**src/include/cpu_config.svh**
```systemverilog
`ifndef CPU_CONFIG_SVH
`define CPU_CONFIG_SVH

// memory word and address widths
`define CPU_DATA_WIDTH 16
`define CPU_ADDR_WIDTH 6

// operand fields reach words 0 to 7 only
`define CPU_FIELD_ADDR_WIDTH 3

// first instruction, right above the operand window
`define CPU_RESET_PC 8

// depth of the external memory
`define CPU_MEM_WORDS 64

`endif

```
**src/hw/cpu_pkg.sv**
```systemverilog
`default_nettype none

`include "cpu_config.svh"

package cpu_pkg;

    typedef logic [`CPU_DATA_WIDTH-1:0] data_t;
    typedef logic [`CPU_ADDR_WIDTH-1:0] addr_t;
    typedef logic [`CPU_FIELD_ADDR_WIDTH-1:0] field_addr_t;

    // supported opcodes; the rest are skipped by the core
    typedef enum logic [3:0] {
        OP_MOV  = 4'd0,
        OP_ADD  = 4'd1,
        OP_SUB  = 4'd2,
        OP_MUL  = 4'd3,
        OP_OUT  = 4'd8,
        OP_STOP = 4'd15
    } opcode_e;

    typedef enum logic [1:0] {
        ALU_ADD,
        ALU_SUB,
        ALU_MUL
    } alu_op_e;

    typedef struct packed {
        logic        ind;
        field_addr_t addr;
    } operand_field_t;

    // raw opcode bits, since unknown codes must still decode
    typedef struct packed {
        logic [3:0]     opcode;
        operand_field_t x;
        operand_field_t y;
        operand_field_t z;
    } instr_t;

    typedef enum logic [1:0] {
        MAR_SRC_PC,
        MAR_SRC_FIELD,
        MAR_SRC_MDR,
        MAR_SRC_XEA
    } mar_src_e;

    typedef enum logic {
        WDATA_Y,
        WDATA_ALU
    } wdata_src_e;

    typedef enum logic [1:0] {
        OUT_MDR,
        OUT_Y,
        OUT_Z
    } out_src_e;

    // per-cycle commands from the sequencer
    typedef struct packed {
        logic        mar_ld;
        mar_src_e    mar_src;
        field_addr_t field_addr;
        addr_t       pc;
        logic        mdr_ld;
        logic        xea_ld;
        logic        y_ld;
        logic        z_ld;
        alu_op_e     alu_op;
        wdata_src_e  wdata_src;
        out_src_e    out_src;
        logic        we;
        logic        out_valid;
    } dp_ctrl_t;

    typedef struct packed {
        addr_t addr;
        data_t wdata;
        logic  we;
    } mem_req_t;

endpackage

`default_nettype wire

```
**src/hw/alu.sv**
```systemverilog
`default_nettype none

module alu (
    input  cpu_pkg::alu_op_e op,
    input  cpu_pkg::data_t   a,
    input  cpu_pkg::data_t   b,
    output cpu_pkg::data_t   f
);

    // all results wrap to the word width
    always_comb begin
        case (op)
            cpu_pkg::ALU_ADD: begin
                f = a + b;
            end
            cpu_pkg::ALU_SUB: begin
                f = a - b;
            end
            cpu_pkg::ALU_MUL: begin
                f = a * b;
            end
            default: begin
                f = '0;
            end
        endcase
    end

endmodule

`default_nettype wire

```
**src/hw/cpu_control.sv**
```systemverilog
`default_nettype none

`include "cpu_config.svh"

module cpu_control (
    input  logic                clk,
    input  logic                rst_n,
    input  cpu_pkg::data_t      mdr,
    output cpu_pkg::dp_ctrl_t   dp_ctrl,
    output logic                halted,
    output cpu_pkg::addr_t      pc
);

    typedef enum logic [3:0] {
        S_FETCH_MAR,
        S_FETCH_MDR,
        S_FETCH_IR,
        S_OP_MAR,
        S_OP_MDR,
        S_OP_PTR,
        S_OP_MDR2,
        S_XEA,
        S_EXEC,
        S_WRITE,
        S_OUT,
        S_HALT
    } state_e;

    typedef enum logic [1:0] {
        F_X,
        F_Y,
        F_Z
    } field_sel_e;

    state_e                  state_q, state_d;
    state_e                  after_state;
    field_sel_e              fsel_q, fsel_d;
    field_sel_e              after_fsel, stop_sel;
    cpu_pkg::instr_t         ir_q, fetched;
    cpu_pkg::addr_t          pc_q;
    cpu_pkg::operand_field_t cur_field;
    cpu_pkg::out_src_e       out_src;
    cpu_pkg::alu_op_e        alu_op;
    logic                    halted_q;
    logic                    is_mov, is_write_op, is_show_op;
    logic                    addr_only, stop_done;
    logic [2:0]              stop_mask;

    assign fetched = cpu_pkg::instr_t'(mdr);

    assign is_mov = (ir_q.opcode == cpu_pkg::OP_MOV);
    assign is_write_op = is_mov || (ir_q.opcode == cpu_pkg::OP_ADD) ||
                         (ir_q.opcode == cpu_pkg::OP_SUB) || (ir_q.opcode == cpu_pkg::OP_MUL);
    assign is_show_op = (ir_q.opcode == cpu_pkg::OP_OUT) || (ir_q.opcode == cpu_pkg::OP_STOP);

    // destination of a write is walked as an address, never read as a value
    assign addr_only = is_write_op && (fsel_q == F_X);

    always_comb begin
        case (fsel_q)
            F_Y: begin
                cur_field = ir_q.y;
                out_src = cpu_pkg::OUT_Y;
            end
            F_Z: begin
                cur_field = ir_q.z;
                out_src = cpu_pkg::OUT_Z;
            end
            default: begin
                cur_field = ir_q.x;
                out_src = cpu_pkg::OUT_MDR;
            end
        endcase
    end

    always_comb begin
        case (ir_q.opcode)
            cpu_pkg::OP_SUB: alu_op = cpu_pkg::ALU_SUB;
            cpu_pkg::OP_MUL: alu_op = cpu_pkg::ALU_MUL;
            default: alu_op = cpu_pkg::ALU_ADD;
        endcase
    end

    // STOP field walk: bit 2 is X, bit 0 is Z, zero addresses drop out
    always_comb begin
        if (state_q == S_FETCH_IR) begin
            stop_mask = {fetched.x.addr != '0, fetched.y.addr != '0, fetched.z.addr != '0};
        end else begin
            stop_mask = {ir_q.x.addr != '0, ir_q.y.addr != '0, ir_q.z.addr != '0};
            case (fsel_q)
                F_X: stop_mask = stop_mask & 3'b011;
                F_Y: stop_mask = stop_mask & 3'b001;
                default: stop_mask = 3'b000;
            endcase
        end
        stop_done = (stop_mask == 3'b000);
        if (stop_mask[2]) begin
            stop_sel = F_X;
        end else if (stop_mask[1]) begin
            stop_sel = F_Y;
        end else begin
            stop_sel = F_Z;
        end
    end

    // where to go once the current field is resolved
    always_comb begin
        after_fsel = fsel_q;
        if (is_show_op) begin
            after_state = S_OUT;
        end else if (fsel_q == F_X) begin
            after_state = S_OP_MAR;
            after_fsel = F_Y;
        end else if (fsel_q == F_Y && !is_mov) begin
            after_state = S_OP_MAR;
            after_fsel = F_Z;
        end else begin
            after_state = S_EXEC;
        end
    end

    always_comb begin
        dp_ctrl = '0;
        dp_ctrl.field_addr = cur_field.addr;
        dp_ctrl.pc = pc_q;
        dp_ctrl.alu_op = alu_op;
        dp_ctrl.wdata_src = is_mov ? cpu_pkg::WDATA_Y : cpu_pkg::WDATA_ALU;
        dp_ctrl.out_src = out_src;
        state_d = state_q;
        fsel_d = fsel_q;

        case (state_q)
            S_FETCH_MAR: begin
                dp_ctrl.mar_ld = 1'b1;
                dp_ctrl.mar_src = cpu_pkg::MAR_SRC_PC;
                state_d = S_FETCH_MDR;
            end
            S_FETCH_MDR: begin
                dp_ctrl.mdr_ld = 1'b1;
                state_d = S_FETCH_IR;
            end
            S_FETCH_IR: begin
                // decode straight from the MDR while the IR loads
                case (fetched.opcode)
                    cpu_pkg::OP_MOV, cpu_pkg::OP_ADD, cpu_pkg::OP_SUB,
                    cpu_pkg::OP_MUL, cpu_pkg::OP_OUT: begin
                        fsel_d = F_X;
                        state_d = S_OP_MAR;
                    end
                    cpu_pkg::OP_STOP: begin
                        fsel_d = stop_sel;
                        state_d = stop_done ? S_HALT : S_OP_MAR;
                    end
                    default: begin
                        state_d = S_FETCH_MAR;
                    end
                endcase
            end
            S_OP_MAR: begin
                dp_ctrl.mar_ld = 1'b1;
                dp_ctrl.mar_src = cpu_pkg::MAR_SRC_FIELD;
                state_d = (addr_only && !cur_field.ind) ? S_XEA : S_OP_MDR;
            end
            S_OP_MDR: begin
                dp_ctrl.mdr_ld = 1'b1;
                if (cur_field.ind) begin
                    state_d = S_OP_PTR;
                end else begin
                    dp_ctrl.y_ld = (fsel_q == F_Y);
                    dp_ctrl.z_ld = (fsel_q == F_Z);
                    state_d = after_state;
                    fsel_d = after_fsel;
                end
            end
            S_OP_PTR: begin
                dp_ctrl.mar_ld = 1'b1;
                dp_ctrl.mar_src = cpu_pkg::MAR_SRC_MDR;
                state_d = addr_only ? S_XEA : S_OP_MDR2;
            end
            S_OP_MDR2: begin
                dp_ctrl.mdr_ld = 1'b1;
                dp_ctrl.y_ld = (fsel_q == F_Y);
                dp_ctrl.z_ld = (fsel_q == F_Z);
                state_d = after_state;
                fsel_d = after_fsel;
            end
            S_XEA: begin
                dp_ctrl.xea_ld = 1'b1;
                state_d = after_state;
                fsel_d = after_fsel;
            end
            S_EXEC: begin
                // also latches the write data in the datapath
                dp_ctrl.mar_ld = 1'b1;
                dp_ctrl.mar_src = cpu_pkg::MAR_SRC_XEA;
                state_d = S_WRITE;
            end
            S_WRITE: begin
                dp_ctrl.we = 1'b1;
                state_d = S_FETCH_MAR;
            end
            S_OUT: begin
                dp_ctrl.out_valid = 1'b1;
                if (ir_q.opcode == cpu_pkg::OP_STOP) begin
                    fsel_d = stop_sel;
                    state_d = stop_done ? S_HALT : S_OP_MAR;
                end else begin
                    state_d = S_FETCH_MAR;
                end
            end
            S_HALT: begin
                state_d = S_HALT;
            end
            default: begin
                state_d = S_FETCH_MAR;
            end
        endcase
    end

    always_ff @(posedge clk or negedge rst_n) begin
        if (!rst_n) begin
            state_q <= S_FETCH_MAR;
            fsel_q <= F_X;
            ir_q <= '0;
            pc_q <= cpu_pkg::addr_t'(`CPU_RESET_PC);
            halted_q <= 1'b0;
        end else begin
            state_q <= state_d;
            fsel_q <= fsel_d;
            if (state_q == S_FETCH_IR) begin
                ir_q <= fetched;
            end
            if (state_q == S_FETCH_MDR) begin
                pc_q <= pc_q + 1'b1;
            end
            // rises a cycle after the last STOP output pulse
            if (state_q == S_HALT) begin
                halted_q <= 1'b1;
            end
        end
    end

    assign halted = halted_q;
    assign pc = pc_q;

endmodule

`default_nettype wire

```
**src/hw/cpu_datapath.sv**
```systemverilog
`default_nettype none

`include "cpu_config.svh"

module cpu_datapath (
    input  logic                clk,
    input  logic                rst_n,
    input  cpu_pkg::dp_ctrl_t   dp_ctrl,
    input  cpu_pkg::data_t      mem_rdata,
    output cpu_pkg::mem_req_t   mem_req,
    output cpu_pkg::data_t      mdr,
    output cpu_pkg::data_t      out_data,
    output logic                out_valid
);

    cpu_pkg::addr_t mar_q, mar_d;
    cpu_pkg::addr_t xea_q;
    cpu_pkg::data_t mdr_q;
    cpu_pkg::data_t y_q, z_q;
    cpu_pkg::data_t wdata_q, wdata_d;
    cpu_pkg::data_t alu_f;
    cpu_pkg::data_t out_d, out_data_q;
    logic           out_valid_q;
    logic           wdata_ld;

    alu u_alu (
        .op (dp_ctrl.alu_op),
        .a  (y_q),
        .b  (z_q),
        .f  (alu_f)
    );

    always_comb begin
        case (dp_ctrl.mar_src)
            cpu_pkg::MAR_SRC_PC: mar_d = dp_ctrl.pc;
            cpu_pkg::MAR_SRC_FIELD: mar_d = cpu_pkg::addr_t'(dp_ctrl.field_addr);
            // indirect pointer, low bits of the word just read
            cpu_pkg::MAR_SRC_MDR: mar_d = mdr_q[`CPU_ADDR_WIDTH-1:0];
            default: mar_d = xea_q;
        endcase
    end

    // write data is captured when the MAR takes the destination address
    assign wdata_ld = dp_ctrl.mar_ld && (dp_ctrl.mar_src == cpu_pkg::MAR_SRC_XEA);
    assign wdata_d = (dp_ctrl.wdata_src == cpu_pkg::WDATA_Y) ? y_q : alu_f;

    always_comb begin
        case (dp_ctrl.out_src)
            cpu_pkg::OUT_Y: out_d = y_q;
            cpu_pkg::OUT_Z: out_d = z_q;
            default: out_d = mdr_q;
        endcase
    end

    // MAR drives the memory address, so it holds the reset PC
    always_ff @(posedge clk or negedge rst_n) begin
        if (!rst_n) begin
            mar_q <= cpu_pkg::addr_t'(`CPU_RESET_PC);
        end else if (dp_ctrl.mar_ld) begin
            mar_q <= mar_d;
        end
    end

    always_ff @(posedge clk) begin
        if (dp_ctrl.mdr_ld) begin
            mdr_q <= mem_rdata;
        end
        // X effective address ends up in the MAR first
        if (dp_ctrl.xea_ld) begin
            xea_q <= mar_q;
        end
        if (dp_ctrl.y_ld) begin
            y_q <= mem_rdata;
        end
        if (dp_ctrl.z_ld) begin
            z_q <= mem_rdata;
        end
        if (wdata_ld) begin
            wdata_q <= wdata_d;
        end
    end

    // output value holds between pulses
    always_ff @(posedge clk or negedge rst_n) begin
        if (!rst_n) begin
            out_valid_q <= 1'b0;
            out_data_q <= '0;
        end else begin
            out_valid_q <= dp_ctrl.out_valid;
            if (dp_ctrl.out_valid) begin
                out_data_q <= out_d;
            end
        end
    end

    assign mem_req = '{addr: mar_q, wdata: wdata_q, we: dp_ctrl.we};
    assign mdr = mdr_q;
    assign out_data = out_data_q;
    assign out_valid = out_valid_q;

endmodule

`default_nettype wire

```
**src/hw/cpu_top.sv**
```systemverilog
`default_nettype none

module cpu_top (
    input  logic               clk,
    input  logic               rst_n,
    input  cpu_pkg::data_t     mem_rdata,
    output cpu_pkg::mem_req_t  mem_req,
    output cpu_pkg::data_t     out_data,
    output logic               out_valid,
    output logic               halted,
    output cpu_pkg::addr_t     pc
);

    cpu_pkg::dp_ctrl_t dp_ctrl;
    cpu_pkg::data_t    mdr;

    // sequencer: fetch, operand walk, execute
    cpu_control u_control (
        .clk     (clk),
        .rst_n   (rst_n),
        .mdr     (mdr),
        .dp_ctrl (dp_ctrl),
        .halted  (halted),
        .pc      (pc)
    );

    // registers between core and memory port
    cpu_datapath u_datapath (
        .clk       (clk),
        .rst_n     (rst_n),
        .dp_ctrl   (dp_ctrl),
        .mem_rdata (mem_rdata),
        .mem_req   (mem_req),
        .mdr       (mdr),
        .out_data  (out_data),
        .out_valid (out_valid)
    );

endmodule

`default_nettype wire

```
**config.mk**
```make
export PLATFORM = sky130hd
export DESIGN_NAME = cpu_top
export DESIGN_NICKNAME = d
export VERILOG_FILES = /design/src/hw/cpu_pkg.sv /design/src/hw/alu.sv /design/src/hw/cpu_control.sv /design/src/hw/cpu_datapath.sv /design/src/hw/cpu_top.sv
export VERILOG_INCLUDE_DIRS = /design/src /design/src/include
export SDC_FILE = /design/constraint.sdc
export NUM_CORES = 1
export LEC_CHECK = 0
export ABC_CLOCK_PERIOD_IN_PS = 5950
export BUFFER_PORTS_ARGS = -buffer_cell sky130_fd_sc_hd__buf_4
export CORE_MARGIN = 2
export CORE_UTILIZATION = 50
export CTS_CLUSTER_DIAMETER = 120
export DETAILED_ROUTE_END_ITERATION = 12
export GPL_ROUTABILITY_DRIVEN = 0
export PLACE_DENSITY = 0.76
export REMOVE_ABC_BUFFERS = 1
export SETUP_SLACK_MARGIN = 0.15
export SLEW_MARGIN = 0
export SYNTH_ARGS = -nofsm -noshare
export SYNTH_HDL_FRONTEND = slang
export SYNTH_SLANG_ARGS = --single-unit
```
**constraint.sdc**
```tcl
create_clock -name clk -period 5.95 [get_ports clk]
set_input_delay 0.8925 -clock clk [delete_from_list [all_inputs] [get_ports clk]]
set_output_delay 0.8925 -clock clk [all_outputs]
set_load 0.005 [all_outputs]
```
==> results.json <==
{
  "synth_area_mm2": 0.01027,
  "ys_async_sr_fraction_pct": 42.62,
  "yosysTopAreaCell": "sky130_fd_sc_hd__edfxtp_1",
  "crit_fanout": 10,
  "cp_cell_sequence": "and2_1, fa_1, inv_1, fa_1, fa_1, fa_1, inv_1, fa_1, inv_1, fa_1, inv_1, ha_1, nand3_1, o31ai_2, nor2_1, xor2_1, nor2_1, a221o_1",
  "n_antenna_cell": 0,
  "io_buffer_count": 64,
  "die_w_um": 147.3,
  "die_h_um": 147.3,
  "drive_gt1_share_pct": 13.82,
  "synth_area_per_cell_um2": 9.591,
  "post_synth_main_area_contributors": "sky130_fd_sc_hd__edfxtp_1 (20%), sky130_fd_sc_hd__fa_1 (16%), sky130_fd_sc_hd__dfrtp_1 (12%)",
  "route.vias.total": 8094,
  "clock_period_minus_final_worst_setup_slack_ps": 5652,
  "synth_ff_type": "sky130_fd_sc_hd__edfxtp_1",
  "row_count": 52,
  "ir_drop_mv": 0.3980,
  "cts_tree": "done",
  "pin_count_of_the_biggest_net_entering_global_routing": 53,
  "route.detailed.vias_per_inst": 5.728,
  "timing.critical_path.to_type": "register",
  "clk_pin_slew_worst_paths_ps": 60,
  "synth_top_area_share_pct": 20.46,
  "slew-limit-headroom_pct": 25.56,
  "clockRootBuffer": "sky130_fd_sc_hd__clkbuf_16",
  "numClockSinks": 122,
  "report.final.hold_viol_count": 0,
  "max_freq_ghz": 0.1769,
  "fillers": 1762,
  "first_global_vias": 8083,
  "synth_cells": 1071,
  "worst_setup_sp_type": "register",
  "clock_tree_buffer_depth": 2,
  "grt_use_total_pct": 25.54,
  "grt_remaining_overflow": 0,
  "powerDensity_mw_per_mm2": 566.3,
  "setup_total_negative_slack_ps": 0,
  "post-dp-hpwl_mm": 19.98,
  "cpMaxStageDelayCell": "sky130_fd_sc_hd__edfxtp_1",
  "floorplan.die_area_mm2": 0.02171,
  "final_antenna_net_count": 0,
  "drt_first_pass_iters": 6,
  "number_of_enable_type_register_cells_in_the_synthesized_netlist": 70,
  "effective_utilization_at_floorplan_pct": 50.93,
  "wire_per_inst_um": 19.27,
  "ctsHtreeMaxLevel": 4,
  "setup_violations": 0,
  "grt_first_pass_wirelength_mm": 43.06,
  "synth-warning-count": 0,
  "run_status": "finished, final reports clean",
  "worstPathRequired_ps": 6120,
  "timing.final.crit_share_pct": 94.99,
  "critPathKind": "register to register",
  "maxSlewViolCount": 0,
  "worst-endpoint-arrival_ps": 5820,
  "hold_class": "register to register",
  "design.final.nets": 1301,
  "critPathMaxStageDelay_ps": 590,
  "routed_wirelength_mm": 27.23,
  "worst_skew_pair.late_latency_ps": 420,
  "syn_to_final_growth_pct": 13.80,
  "crit_top_cell": "sky130_fd_sc_hd__fa_1",
  "postLayoutCoreUtil_pct": 57.96,
  "power_leakage_nw": 5.216,
  "drt_drc_violations_left": 0,
  "number_of_antenna_violations_at_the_first_check_in_global_routing": 0,
  "cap_viol_max_count": 0,
  "tritoncts.num_buffers": 17,
  "unrepaired_setup_endpoints_after_global_routing": "true",
  "synth_cell_types": 53,
  "ys_seq_elements": 122,
  "skew_ps": 12.31,
  "top_level_ports": 65,
  "worst_pin_slew_ps": 1117,
  "dr.first_iter.drc_count": 882,
  "ys_seq_area_share_pct": 33.15,
  "design.core.area_mm2": 0.02017
}
## critical path, delay by kind of cell (launching register included)
kind	cells	cell delay, ps
buffers and inverters	4	200
xor gates and xnor gates	1	150
adders and majority gates	7	3340
and+or+nand+nor	4	540
DFF	1	590
AOI/OAI and AO/OA	2	580
## synth_stat cells, types with 2 or more instances
cell / number
sky130_fd_sc_hd__o31ai_1: 8
sky130_fd_sc_hd__nor4_1: 3
sky130_fd_sc_hd__nand2b_1: 7
sky130_fd_sc_hd__dfstp_2: 2
sky130_fd_sc_hd__inv_1: 125
sky130_fd_sc_hd__and3_1: 4
sky130_fd_sc_hd__or2_2: 3
sky130_fd_sc_hd__a21oi_1: 35
sky130_fd_sc_hd__ha_1: 72
sky130_fd_sc_hd__o21bai_1: 3
sky130_fd_sc_hd__and2_1: 72
sky130_fd_sc_hd__o21ai_1: 5
sky130_fd_sc_hd__clkbuf_1: 43
sky130_fd_sc_hd__o21ai_0: 60
sky130_fd_sc_hd__nand3_1: 10
sky130_fd_sc_hd__buf_2: 4
sky130_fd_sc_hd__a221oi_1: 3
sky130_fd_sc_hd__o41ai_1: 2
sky130_fd_sc_hd__a211oi_1: 6
sky130_fd_sc_hd__o21a_1: 8
sky130_fd_sc_hd__or3_1: 6
sky130_fd_sc_hd__xnor2_1: 51
sky130_fd_sc_hd__and4_1: 2
sky130_fd_sc_hd__edfxtp_1: 70
sky130_fd_sc_hd__nor2b_1: 9
sky130_fd_sc_hd__a221o_1: 2
sky130_fd_sc_hd__nand2_1: 135
sky130_fd_sc_hd__nand2_2: 3
sky130_fd_sc_hd__mux2_2: 16
sky130_fd_sc_hd__mux2i_1: 2
sky130_fd_sc_hd__a31oi_1: 10
sky130_fd_sc_hd__nand3b_1: 2
sky130_fd_sc_hd__o211ai_1: 8
sky130_fd_sc_hd__and3b_1: 2
sky130_fd_sc_hd__nor3_1: 18
sky130_fd_sc_hd__a22oi_1: 25
sky130_fd_sc_hd__nor2_1: 54
sky130_fd_sc_hd__buf_4: 10
sky130_fd_sc_hd__fa_1: 81
sky130_fd_sc_hd__xor2_1: 17
sky130_fd_sc_hd__a21o_1: 8
sky130_fd_sc_hd__o31a_1: 5
sky130_fd_sc_hd__dfrtp_1: 50
## final timing paths
path / from / endpoint / slack, ps / depth (start not counted)
max in group asynchronous: rst_n / u_control.ir_q[11] / 4960 / 1
worst max register to register: u_datapath.z_q[4] / u_datapath.wdata_q[12] / 300 / 18
worst min register to register: u_datapath.mar_q[1] / u_datapath.xea_q[1] / 480 / 0
worst min-delay path: u_datapath.mar_q[1] / u_datapath.xea_q[1] / 480 / 0
min in group asynchronous: rst_n / u_datapath.mar_q[5] / 530 / 1
worst max-delay path: u_datapath.z_q[4] / u_datapath.wdata_q[12] / 300 / 18
## placed cells by master, fill, tap and decap left out, types with 4 or more instances in the layout
master                      Yosys  routed
sky130_fd_sc_hd__nor2_1        54      54
sky130_fd_sc_hd__a21o_1         8       8
sky130_fd_sc_hd__xnor2_1       51      51
sky130_fd_sc_hd__dfrtp_1       50      50
sky130_fd_sc_hd__nor2b_1        9       9
sky130_fd_sc_hd__edfxtp_1      70      70
sky130_fd_sc_hd__o31ai_1        8       7
sky130_fd_sc_hd__mux2_2        16      16
sky130_fd_sc_hd__nand2b_1       7       7
sky130_fd_sc_hd__o211ai_1       8       8
sky130_fd_sc_hd__o21ai_1        5       5
sky130_fd_sc_hd__o31a_1         5       5
sky130_fd_sc_hd__ha_1          72      72
sky130_fd_sc_hd__nand3_1       10      10
sky130_fd_sc_hd__buf_4         10      99
sky130_fd_sc_hd__o21ai_0       60      60
sky130_fd_sc_hd__and3_1         4       4
sky130_fd_sc_hd__o21a_1         8       8
sky130_fd_sc_hd__a31oi_1       10      10
sky130_fd_sc_hd__a21oi_1       35      35
sky130_fd_sc_hd__inv_1        125     125
sky130_fd_sc_hd__clkbuf_16      0      17
sky130_fd_sc_hd__and2_1        72      72
sky130_fd_sc_hd__fa_1          81      81
sky130_fd_sc_hd__nor3_1        18      17
sky130_fd_sc_hd__nand2_1      135     135
sky130_fd_sc_hd__or3_1          6       6
sky130_fd_sc_hd__inv_6          0       4
sky130_fd_sc_hd__xor2_1        17      17
sky130_fd_sc_hd__a22oi_1       25      25
sky130_fd_sc_hd__a211oi_1       6       6
## report_power, final
group          switching [mW]  internal [mW]  leakage (nW)
registers               0.298           1.24          1.28
logic                    2.23           1.82          3.64
clock network           0.413          0.628         0.289
total                    2.94           3.68          5.22
## cell families (layout without fill, tap and decap cells)
| kind of cell | after synthesis | after routing | synth area share (%) |
|---|---|---|---|
| simple gates | 333 | 333 | 15.55 |
| compound gates | 193 | 193 | 11.78 |
| buf+inv | 184 | 256 | 7.211 |
| fa+ha+maj | 153 | 153 | 24.56 |
| flops | 122 | 122 | 33.15 |
| xor+xnor | 68 | 68 | 5.798 |
| mux | 18 | 18 | 1.949 |
## registers in the layout, indices dropped and copies added (netlist names)
name and flops:
u_control.fsel_q 2, u_control.halted 1, u_control.ir_q 16, u_control.pc 6
u_control.state_q 4, u_datapath.mar_q 6, u_datapath.mdr 16, u_datapath.out_data 16
u_datapath.out_valid 1, u_datapath.wdata_q 16, u_datapath.xea_q 6, u_datapath.y_q 16
u_datapath.z_q 16
## area by class of cell
type                       instances  area [µm²]  share of cell area, %
clock buffer                      18       429.2                  3.671
clock inverter                    14       161.4                  1.381
inverter                         125       469.2                  4.014
multi-input combinational        765        6143                  52.55
sequential                       122        3406                  29.13
tap                              270       337.8                  2.890
timing repair buffer              99       743.2                  6.358
## layer usage
| layer | global-route usage, % | vias to the layer above | share of wire, % |
|---|---|---|---|
| li1 | - | 3682 | - |
| met1 | 36.18 | 3897 | 42 |
| met2 | 39.74 | 436 | 47 |
| met3 | 4.130 | 79 | 8.6 |
| met4 | 9.760 | 0 | 2.8 |
| met5 | 0 | - | 0 |
## through the flow
stage	total power, mW	instance area [µm²]	hold WS [ps]	cells	setup WS [ps]
final	6.621	11690	477.9	1413	297.9
after global routing	7.251	11690	493.1	1413	119.6
after CTS	6.553	11590	479.8	1401	267.4
after detailed placement	5.480	11000	466.8	1369	294.9
after global placement	5.380	11000	459.2	1369	264.0
after floorplan	4.440	10000	467.8	1012	652.5
## timing repair
item,CTS,global route
endpoints found under the setup margin,0,3
resized for setup,0,2
setup buffers,0,12
hold buffers,0,0
Note: power is estimated with default switching activity, not from simulation.
